--- src/rtl/spi_pkg.sv ---
// --------------------------------------------------
// SPI master shared definitions
// Register map, configuration and status records
// --------------------------------------------------
package spi_pkg;

    // Serial payload
    typedef logic [7:0] spi_byte_t;

    // Host register map
    typedef enum logic [2:0] {
        REG_CTRL   = 3'd0,
        REG_TXDATA = 3'd1,
        REG_RXDATA = 3'd2,
        REG_STATUS = 3'd3,
        REG_MARK   = 3'd4
    } spi_reg_e;

    // CTRL register contents, sclk half period is clk_div+1 cycles
    typedef struct packed {
        logic [3:0] clk_div;
        logic       lsb_first;
    } spi_cfg_t;

    // STATUS register, tx_full sits at bit 0
    typedef struct packed {
        logic busy;
        logic rx_mark;
        logic tx_mark;
        logic rx_empty;
        logic tx_empty;
        logic tx_full;
    } spi_status_t;

endpackage

--- src/rtl/spi_ctrl_if.sv ---
// --------------------------------------------------
// Per-bit strobes from the SPI controller
// to the shift datapath
// --------------------------------------------------
`timescale 1ns/1ps

interface spi_ctrl_if;

    logic tx_load;
    logic first_en;
    logic shift_en;
    logic sample_en;
    logic mosi_sel;
    logic rx_push;

    modport ctrl (
        output tx_load, first_en, shift_en, sample_en, mosi_sel, rx_push
    );

    modport dp (
        input  tx_load, first_en, shift_en, sample_en, mosi_sel, rx_push
    );

endinterface

--- src/rtl/spi_controller.sv ---
// --------------------------------------------------
// SPI frame sequencer, mode 0, one byte per frame
// Paces sclk and cs_n, issues per-bit strobes
// --------------------------------------------------
`timescale 1ns/1ps

module spi_controller (
    input  logic               clk,
    input  logic               rst_n,
    input  spi_pkg::spi_cfg_t  cfg_i,
    input  logic               tx_empty_i,
    output logic               busy_o,
    output logic               sclk_o,
    output logic               cs_n_o,
    spi_ctrl_if.ctrl           ctrl
);

    typedef enum logic [1:0] {
        ST_IDLE,
        ST_LOAD,
        ST_SHIFT
    } state_e;

    state_e     state_q;
    logic [3:0] div_cnt_q;
    // Counts falling edges, reaches 8 in the closing cycle
    logic [3:0] bit_cnt_q;
    logic       sclk_q;
    logic       cs_n_q;

    logic       half_end;
    logic       in_bits;
    logic       frame_end;
    logic       rise;
    logic       fall;

    assign half_end  = (div_cnt_q == cfg_i.clk_div);
    assign in_bits   = (state_q == ST_SHIFT) && !bit_cnt_q[3];
    assign frame_end = (state_q == ST_SHIFT) && bit_cnt_q[3];
    assign rise      = in_bits && !sclk_q && half_end;
    assign fall      = in_bits && sclk_q && half_end;

    // --------------------------------------------------
    // Sequencer
    // --------------------------------------------------
    always_ff @(posedge clk or negedge rst_n) begin
        if (!rst_n) begin
            state_q   <= ST_IDLE;
            div_cnt_q <= '0;
            bit_cnt_q <= '0;
            sclk_q    <= 1'b0;
            cs_n_q    <= 1'b1;
        end else begin
            case (state_q)
                ST_IDLE: begin
                    if (!tx_empty_i) begin
                        state_q <= ST_LOAD;
                    end
                end
                ST_LOAD: begin
                    state_q   <= ST_SHIFT;
                    cs_n_q    <= 1'b0;
                    div_cnt_q <= '0;
                    bit_cnt_q <= '0;
                    sclk_q    <= 1'b0;
                end
                ST_SHIFT: begin
                    if (frame_end) begin
                        state_q <= ST_IDLE;
                        cs_n_q  <= 1'b1;
                    end else if (half_end) begin
                        div_cnt_q <= '0;
                        sclk_q    <= !sclk_q;
                        if (sclk_q) begin
                            bit_cnt_q <= bit_cnt_q + 1'b1;
                        end
                    end else begin
                        div_cnt_q <= div_cnt_q + 1'b1;
                    end
                end
                default: state_q <= ST_IDLE;
            endcase
        end
    end

    // --------------------------------------------------
    // Strobes to the datapath
    // --------------------------------------------------
    // First bit goes out together with the load
    assign ctrl.tx_load   = (state_q == ST_LOAD);
    assign ctrl.first_en  = (state_q == ST_LOAD);
    assign ctrl.sample_en = rise;
    // No shift after the eighth bit
    assign ctrl.shift_en  = fall && (bit_cnt_q != 4'd7);
    assign ctrl.rx_push   = frame_end;
    assign ctrl.mosi_sel  = (state_q != ST_IDLE) && !frame_end;

    assign busy_o = (state_q != ST_IDLE);
    assign sclk_o = sclk_q;
    assign cs_n_o = cs_n_q;

endmodule

--- src/rtl/spi_datapath.sv ---
// --------------------------------------------------
// SPI shift datapath
// TX and RX shift registers, registered MOSI,
// byte FIFOs and watermark flags
// --------------------------------------------------
`timescale 1ns/1ps

module spi_datapath #(
    parameter int FIFO_ADDR_W = 3
) (
    input  logic                     clk,
    input  logic                     rst_n,
    input  logic                     miso_i,
    output logic                     mosi_o,
    spi_ctrl_if.dp                   dp,
    input  logic                     lsb_first_i,
    input  logic [FIFO_ADDR_W-1:0]   tx_mark_lvl_i,
    input  logic [FIFO_ADDR_W-1:0]   rx_mark_lvl_i,
    input  logic                     tx_push_i,
    input  spi_pkg::spi_byte_t       tx_byte_i,
    output logic                     tx_full_o,
    output logic                     tx_empty_o,
    output logic                     tx_mark_o,
    input  logic                     rx_pop_i,
    output spi_pkg::spi_byte_t       rx_byte_o,
    output logic                     rx_empty_o,
    output logic                     rx_mark_o
);

    spi_pkg::spi_byte_t     tx_head;
    spi_pkg::spi_byte_t     tx_src;
    spi_pkg::spi_byte_t     tx_shift_q;
    spi_pkg::spi_byte_t     tx_shift_next;
    spi_pkg::spi_byte_t     rx_shift_q;
    logic                   mosi_next;
    logic [FIFO_ADDR_W:0]   tx_count;
    logic [FIFO_ADDR_W:0]   rx_count;

    // --------------------------------------------------
    // MISO receive
    // --------------------------------------------------
    always_ff @(posedge clk) begin
        if (dp.sample_en) begin
            if (lsb_first_i) begin
                rx_shift_q <= {miso_i, rx_shift_q[7:1]};
            end else begin
                rx_shift_q <= {rx_shift_q[6:0], miso_i};
            end
        end
    end

    // --------------------------------------------------
    // MOSI transmit
    // --------------------------------------------------
    // On load the FIFO head feeds the shifter directly
    assign tx_src = dp.tx_load ? tx_head : tx_shift_q;

    always_comb begin
        tx_shift_next = tx_src;
        mosi_next     = mosi_o;
        if (dp.first_en || dp.shift_en) begin
            if (lsb_first_i) begin
                tx_shift_next = {1'b0, tx_src[7:1]};
                mosi_next     = tx_src[0];
            end else begin
                tx_shift_next = {tx_src[6:0], 1'b0};
                mosi_next     = tx_src[7];
            end
        end
    end

    always_ff @(posedge clk) begin
        tx_shift_q <= tx_shift_next;
    end

    // Held low outside a frame
    always_ff @(posedge clk or negedge rst_n) begin
        if (!rst_n) begin
            mosi_o <= 1'b0;
        end else if (!dp.mosi_sel) begin
            mosi_o <= 1'b0;
        end else begin
            mosi_o <= mosi_next;
        end
    end

    // --------------------------------------------------
    // Watermarks with hysteresis, equal count holds
    // --------------------------------------------------
    always_ff @(posedge clk or negedge rst_n) begin
        if (!rst_n) begin
            tx_mark_o <= 1'b0;
            rx_mark_o <= 1'b0;
        end else begin
            if (tx_count < {1'b0, tx_mark_lvl_i}) begin
                tx_mark_o <= 1'b1;
            end else if (tx_count > {1'b0, tx_mark_lvl_i}) begin
                tx_mark_o <= 1'b0;
            end
            if (rx_count > {1'b0, rx_mark_lvl_i}) begin
                rx_mark_o <= 1'b1;
            end else if (rx_count < {1'b0, rx_mark_lvl_i}) begin
                rx_mark_o <= 1'b0;
            end
        end
    end

    // --------------------------------------------------
    // FIFOs
    // --------------------------------------------------
    spi_fifo #(
        .FIFO_ADDR_W (FIFO_ADDR_W)
    ) tx_fifo_inst (
        .clk     (clk),
        .rst_n   (rst_n),
        .wr_i    (tx_push_i),
        .data_i  (tx_byte_i),
        .rd_i    (dp.tx_load),
        .data_o  (tx_head),
        .count_o (tx_count),
        .full_o  (tx_full_o),
        .empty_o (tx_empty_o)
    );

    // Received bytes are lost when this one is full
    spi_fifo #(
        .FIFO_ADDR_W (FIFO_ADDR_W)
    ) rx_fifo_inst (
        .clk     (clk),
        .rst_n   (rst_n),
        .wr_i    (dp.rx_push),
        .data_i  (rx_shift_q),
        .rd_i    (rx_pop_i),
        .data_o  (rx_byte_o),
        .count_o (rx_count),
        .full_o  (),
        .empty_o (rx_empty_o)
    );

endmodule

--- src/rtl/spi_fifo.sv ---
// --------------------------------------------------
// Byte FIFO, first word fall through
// Ignores writes when full and reads when empty
// --------------------------------------------------
`timescale 1ns/1ps

module spi_fifo #(
    parameter int FIFO_ADDR_W = 3
) (
    input  logic                   clk,
    input  logic                   rst_n,
    input  logic                   wr_i,
    input  spi_pkg::spi_byte_t     data_i,
    input  logic                   rd_i,
    output spi_pkg::spi_byte_t     data_o,
    output logic [FIFO_ADDR_W:0]   count_o,
    output logic                   full_o,
    output logic                   empty_o
);

    localparam int DEPTH = 2 ** FIFO_ADDR_W;

    spi_pkg::spi_byte_t     mem [DEPTH];
    logic [FIFO_ADDR_W-1:0] wr_ptr_q;
    logic [FIFO_ADDR_W-1:0] rd_ptr_q;
    logic [FIFO_ADDR_W:0]   count_q;
    logic                   do_wr;
    logic                   do_rd;

    assign do_wr = wr_i && !full_o;
    assign do_rd = rd_i && !empty_o;

    // Storage array
    always_ff @(posedge clk) begin
        if (do_wr) begin
            mem[wr_ptr_q] <= data_i;
        end
    end

    // Pointers wrap on their own at DEPTH
    always_ff @(posedge clk or negedge rst_n) begin
        if (!rst_n) begin
            wr_ptr_q <= '0;
            rd_ptr_q <= '0;
            count_q  <= '0;
        end else begin
            if (do_wr) begin
                wr_ptr_q <= wr_ptr_q + 1'b1;
            end
            if (do_rd) begin
                rd_ptr_q <= rd_ptr_q + 1'b1;
            end
            case ({do_wr, do_rd})
                2'b10:   count_q <= count_q + 1'b1;
                2'b01:   count_q <= count_q - 1'b1;
                default: count_q <= count_q;
            endcase
        end
    end

    assign data_o  = mem[rd_ptr_q];
    assign count_o = count_q;
    // Count only reaches DEPTH when full
    assign full_o  = count_q[FIFO_ADDR_W];
    assign empty_o = (count_q == '0);

endmodule

--- src/rtl/spi_master_top.sv ---
// --------------------------------------------------
// SPI master top level
// Host registers, frame controller and datapath
// --------------------------------------------------
`timescale 1ns/1ps

module spi_master_top #(
    parameter int FIFO_ADDR_W = 3
) (
    input  logic       clk,
    input  logic       rst_n,
    input  logic       reg_wr_i,
    input  logic       reg_rd_i,
    input  logic [2:0] reg_addr_i,
    input  logic [7:0] reg_wdata_i,
    output logic [7:0] reg_rdata_o,
    input  logic       miso_i,
    output logic       sclk_o,
    output logic       cs_n_o,
    output logic       mosi_o
);

    spi_pkg::spi_cfg_t    cfg;
    spi_pkg::spi_status_t status;
    spi_pkg::spi_byte_t   tx_byte;
    spi_pkg::spi_byte_t   rx_byte;
    logic [3:0]           tx_mark_lvl;
    logic [3:0]           rx_mark_lvl;
    logic                 tx_push;
    logic                 rx_pop;
    logic                 tx_full;
    logic                 tx_empty;
    logic                 rx_empty;
    logic                 tx_mark;
    logic                 rx_mark;
    logic                 busy;

    spi_ctrl_if ctrl_if ();

    assign status = '{busy: busy, rx_mark: rx_mark, tx_mark: tx_mark,
                      rx_empty: rx_empty, tx_empty: tx_empty, tx_full: tx_full};

    spi_reg_decode spi_reg_decode_inst (
        .clk           (clk),
        .rst_n         (rst_n),
        .reg_wr_i      (reg_wr_i),
        .reg_rd_i      (reg_rd_i),
        .reg_addr_i    (reg_addr_i),
        .reg_wdata_i   (reg_wdata_i),
        .reg_rdata_o   (reg_rdata_o),
        .cfg_o         (cfg),
        .tx_mark_lvl_o (tx_mark_lvl),
        .rx_mark_lvl_o (rx_mark_lvl),
        .tx_push_o     (tx_push),
        .tx_byte_o     (tx_byte),
        .rx_pop_o      (rx_pop),
        .status_i      (status),
        .rx_byte_i     (rx_byte)
    );

    spi_controller spi_controller_inst (
        .clk        (clk),
        .rst_n      (rst_n),
        .cfg_i      (cfg),
        .tx_empty_i (tx_empty),
        .busy_o     (busy),
        .sclk_o     (sclk_o),
        .cs_n_o     (cs_n_o),
        .ctrl       (ctrl_if.ctrl)
    );

    spi_datapath #(
        .FIFO_ADDR_W (FIFO_ADDR_W)
    ) spi_datapath_inst (
        .clk           (clk),
        .rst_n         (rst_n),
        .miso_i        (miso_i),
        .mosi_o        (mosi_o),
        .dp            (ctrl_if.dp),
        .lsb_first_i   (cfg.lsb_first),
        .tx_mark_lvl_i (tx_mark_lvl[FIFO_ADDR_W-1:0]),
        .rx_mark_lvl_i (rx_mark_lvl[FIFO_ADDR_W-1:0]),
        .tx_push_i     (tx_push),
        .tx_byte_i     (tx_byte),
        .tx_full_o     (tx_full),
        .tx_empty_o    (tx_empty),
        .tx_mark_o     (tx_mark),
        .rx_pop_i      (rx_pop),
        .rx_byte_o     (rx_byte),
        .rx_empty_o    (rx_empty),
        .rx_mark_o     (rx_mark)
    );

endmodule

--- src/rtl/spi_reg_decode.sv ---
// --------------------------------------------------
// Host register block
// Holds CTRL and MARK, turns TXDATA writes and RXDATA
// reads into FIFO strobes, muxes the read-back word
// --------------------------------------------------
`timescale 1ns/1ps

module spi_reg_decode (
    input  logic                  clk,
    input  logic                  rst_n,
    input  logic                  reg_wr_i,
    input  logic                  reg_rd_i,
    input  logic [2:0]            reg_addr_i,
    input  logic [7:0]            reg_wdata_i,
    output logic [7:0]            reg_rdata_o,
    output spi_pkg::spi_cfg_t     cfg_o,
    output logic [3:0]            tx_mark_lvl_o,
    output logic [3:0]            rx_mark_lvl_o,
    output logic                  tx_push_o,
    output spi_pkg::spi_byte_t    tx_byte_o,
    output logic                  rx_pop_o,
    input  spi_pkg::spi_status_t  status_i,
    input  spi_pkg::spi_byte_t    rx_byte_i
);

    spi_pkg::spi_reg_e addr;
    spi_pkg::spi_cfg_t cfg_q;
    logic [7:0]        mark_q;

    assign addr = spi_pkg::spi_reg_e'(reg_addr_i);

    // --------------------------------------------------
    // Configuration registers
    // --------------------------------------------------
    always_ff @(posedge clk or negedge rst_n) begin
        if (!rst_n) begin
            cfg_q  <= '0;
            mark_q <= '0;
        end else if (reg_wr_i) begin
            if (addr == spi_pkg::REG_CTRL) begin
                cfg_q <= spi_pkg::spi_cfg_t'(reg_wdata_i[4:0]);
            end
            if (addr == spi_pkg::REG_MARK) begin
                mark_q <= reg_wdata_i;
            end
        end
    end

    assign cfg_o         = cfg_q;
    assign tx_mark_lvl_o = mark_q[3:0];
    assign rx_mark_lvl_o = mark_q[7:4];

    // FIFO strobes, the FIFOs themselves drop overflow and underflow
    assign tx_push_o = reg_wr_i && (addr == spi_pkg::REG_TXDATA);
    assign tx_byte_o = reg_wdata_i;
    assign rx_pop_o  = reg_rd_i && (addr == spi_pkg::REG_RXDATA);

    // --------------------------------------------------
    // Read-back multiplexer
    // --------------------------------------------------
    always_comb begin
        case (addr)
            spi_pkg::REG_CTRL:   reg_rdata_o = {3'b000, cfg_q};
            spi_pkg::REG_RXDATA: reg_rdata_o = rx_byte_i;
            spi_pkg::REG_STATUS: reg_rdata_o = {2'b00, status_i};
            spi_pkg::REG_MARK:   reg_rdata_o = mark_q;
            // TXDATA is write only
            default:             reg_rdata_o = 8'h00;
        endcase
    end

endmodule

--- config.mk ---
export PLATFORM = sky130hd
export DESIGN_NAME = spi_master_top
export DESIGN_NICKNAME = d
export VERILOG_FILES = /design/src/rtl/spi_pkg.sv /design/src/rtl/spi_ctrl_if.sv /design/src/rtl/spi_controller.sv /design/src/rtl/spi_datapath.sv /design/src/rtl/spi_fifo.sv /design/src/rtl/spi_master_top.sv /design/src/rtl/spi_reg_decode.sv
export SDC_FILE = /design/constraint.sdc
export NUM_CORES = 1
export LEC_CHECK = 0
export BUFFER_PORTS_ARGS = -buffer_cell sky130_fd_sc_hd__buf_2
export CAP_MARGIN = 20
export CORE_MARGIN = 1.5
export CORE_UTILIZATION = 55
export DETAILED_ROUTE_END_ITERATION = 10
export PLACE_DENSITY = 0.8
export SLEW_MARGIN = 20
export SYNTH_ARGS = -nofsm -noshare
export SYNTH_HDL_FRONTEND = slang
export SYNTH_SLANG_ARGS = --single-unit
--- constraint.sdc ---
create_clock -name clk -period 3.1 [get_ports clk]
set_input_delay 0.62 -clock clk [delete_from_list [all_inputs] [get_ports clk]]
set_output_delay 0.62 -clock clk [all_outputs]
set_load 0.05 [all_outputs]
==> results.py <==
metrics = {
    "setup_path": {
        "reg2reg_slack_ns": 0.31,
        "cp.arrival_ns": 2.37,
        "cp-start-kind": "register",
        "required_ns": 2.48,
        "end_kind": "output pin",
        "critPathKind": "register to output pin",
        "cp_max_fo": 4,
    },
    "power_and_ir_drop": {
        "switchingPower_uw": 2785,
        "p_leak_uw": 0.003615,
        "p_per_area_nw_per_um2": 845.9,
        "swShare": 0.3423,
        "pwr-share-clk": 0.278,
        "ir_drop_mv": 0.5061,
        "seqPwrFrac": 0.414,
        "comb_power_share": 0.308,
        "intPower_uw": 5350,
        "power.total_uw": 8135,
    },
    "clocking": {
        "cts-root-buf": "clkbuf_16",
        "cts_hold_buffers": 0,
        "clk_pin_slew_ns": 0.07,
        "post-cts-setup-buffers": 0,
        "h-tree-depth": 4,
        "tritoncts": "done",
        "cts_max_path_buffers": 2,
        "cts_buffers": 17,
        "insertion_delay_ns": 0.44,
        "cts_sinks": 192,
    },
    "worst_hold_path": {
        "hold_class": "primary input to async pin",
    },
    "timing": {
        "finalSetupViolCount": 0,
        "fmax_mhz": 334.6,
        "post-route-period-util": 0.9641,
        "layout_min_cycle_time_ns": 2.989,
        "slew_violations": 0,
        "holdWs_ns": 0.1966,
        "fin_skew_ns": 0.01011,
        "setup_tns_ns": 0,
        "rsz0062_at_grt": "false",
        "timing.slew.headroom": 0.5263,
        "worstMarginPinSlew_ns": 0.7051,
        "hold_violations": 0,
    },
    "drt": {
        "dr.pass1.iters": 6,
        "vias": 5129,
        "ant_nets": 0,
        "vias_per_cell": 6.006,
        "routed_wl_um": 17930,
        "drt_iter0_markers": 414,
        "drc": 0,
        "wire_per_inst_um": 21.00,
    },
    "grt": {
        "grt_pass1_wl_um": 28250,
        "grt_overflow": 0,
        "grt_pass1_vias": 5116,
        "grt_max_degree": 49,
        "track_usage": 0.2342,
        "antenna_found_initial": 0,
    },
    "final_layout": {
        "fillers": 1092,
        "num_antenna_cells": 0,
        "regArea_um2": 5446,
        "nets": 668,
        "drive_gt1_frac": 0.2053,
        "area_growth_syn_to_layout_pct": 11.89,
        "multi_input_area_um2": 2868,
    },
    "run": {
        "maxCapViolations": 0,
    },
    "synth": {
        "synth_seq_area_share": 0.6337,
        "syn_avg_cell_area_um2": 14.74,
        "synth_edf_count": 136,
        "syn_inst": 583,
        "synth_cell_types": 63,
        "async_reset_ff_frac": 0.2500,
        "synth_commonest_cells": "edfxtp_1 (136), dfrtp_1 (47), mux2i_1 (44)",
        "yosysWarnings": 0,
        "netlist_area_um2": 8594,
        "synth_area_leaders": "edfxtp_1 (48%), dfrtp_1 (14%), mux2i_1 (5.1%)",
        "synth_ff_type": "edfxtp_1",
        "ys_seq_elements": 192,
        "synth_top_area_cell": "edfxtp_1",
        "synthesis.nets": 621,
        "synth.most_common_cell": "edfxtp_1",
        "synth_top_cell_area_share": 0.4752,
    },
    "die": {
        "die-area_um2": 16390,
        "io_pins": 27,
        "initial_core_util": 0.5633,
        "die_h_um": 128.0,
        "rows": 45,
        "core_um2": 15260,
        "fp.dieW_um": 128.0,
    },
    "placement": {
        "portBuffers": 26,
        "gp_congestion": 0.8674,
        "dpl.hpwl_um": 12040,
    },
    "outcome": {
        "outcome": "completed",
    },
}
## layout by cell type (no fill, tap or decap), types with 12 or more instances in the layout
cell,Yosys,layout
o21ai_0,13,13
xor2_1,12,12
edfxtp_1,136,136
dfrtp_1,47,47
nor2_1,31,31
buf_4,1,28
inv_1,21,21
a21oi_1,18,18
ha_1,22,22
nand2_1,38,38
a22oi_1,17,17
buf_2,4,25
mux2_2,25,25
clkbuf_16,0,17
mux2i_1,44,43
## path summary, 6_finish.rpt
path	start	endpoint	cells after the start
min in group clk	reg_wdata_i[7]	spi_datapath_inst.tx_fifo_inst.mem[7][7]$_DFFE_PP_	1
max	spi_datapath_inst.rx_fifo_inst.rd_ptr_q[0]$_DFFE_PN0P_	reg_rdata_o[5]	6
min reg2reg	spi_datapath_inst.tx_shift_q[0]$_DFF_P_	spi_datapath_inst.tx_shift_q[0]$_DFF_P_	2
min	rst_n	spi_datapath_inst.tx_fifo_inst.count_o[2]$_DFFE_PN0P_	1
max in group asynchronous	rst_n	spi_controller_inst.sclk_o$_DFFE_PN0P_	1
max reg2reg	spi_controller_inst.state_q[0]$_DFFE_PN0P_	spi_datapath_inst.rx_fifo_inst.count_o[2]$_DFFE_PN0P_	12
## flip-flops by register name, indices dropped and copies added, names as in the netlist, 5 cells and up
name	cells
spi_datapath_inst.rx_fifo_inst.mem	64
spi_datapath_inst.rx_shift_q	8
spi_datapath_inst.tx_fifo_inst.mem	64
spi_datapath_inst.tx_shift_q	8
spi_reg_decode_inst.cfg_o	5
spi_reg_decode_inst.mark_q	8
## area by class of cell
| class | count | share of cell area |
|---|---|---|
| Clock buffer | 17 | 0.04424 |
| Clock inverter | 15 | 0.01952 |
| Inverter | 21 | 0.008197 |
| Multi-Input combinational cell | 344 | 0.2982 |
| Sequential cell | 192 | 0.5664 |
| Tap cell | 211 | 0.02745 |
| Timing Repair Buffer | 54 | 0.03604 |
## worst max-delay path, cell delays in order (launching register included)
cell	delay, ns
dfrtp_1	0.45
mux4_2	0.52
nor2b_4	0.14
a211oi_2	0.22
a21oi_1	0.09
a32o_1	0.30
buf_2	0.22
## metrics by stage
stage | worst slack (ns) | cell area (µm²) | utilization | std cells
6_report | 0.1114 | 9617 | 0.6303 | 854
5_1_grt | 0.02718 | 9617 | 0.6303 | 854
4_1_cts | 0.03442 | 9607 | 0.6296 | 854
3_5_place_dp | 0.3642 | 8994 | 0.5894 | 822
3_3_place_gp | 0.5268 | 8994 | 0.5894 | 822
2_1_floorplan | 0.2487 | 8594 | - | 583
## power by group through the flow
stage / clock (µW) / sequential, µW / combinational (µW)
floorplan: 0 / 3270 / 2090
global placement: 0 / 3380 / 2320
detailed placement: 0 / 3410 / 2470
CTS: 2280 / 3360 / 2500
global route: 2380 / 3410 / 2720
finish: 2260 / 3370 / 2500
## what timing repair did
item	in CTS	in global routing
endpoints found under the setup margin	0	2
hold endpoints to repair	0	0
resized for setup	0	2
## routing by layer
| layer | global-route usage | routed length [µm] |
|---|---|---|
| met1 | 0.3058 | 7390 |
| met2 | 0.3988 | 9290 |
| met3 | 0.04466 | 990 |
| met4 | 0.07601 | 261 |
| met5 | 0 | 0 |
## kinds of logic after synthesis
logic type,count (synthesis),synth area share
AOI/OAI and AO/OA,91,0.07862
xor gates and xnor gates,22,0.02242
adders and majority gates,22,0.03203
buffers and inverters,47,0.03305
DFF,192,0.6337
muxes,85,0.1281
and+or+nand+nor,124,0.07206
No activity file was read; power rests on OpenSTA's default activity.
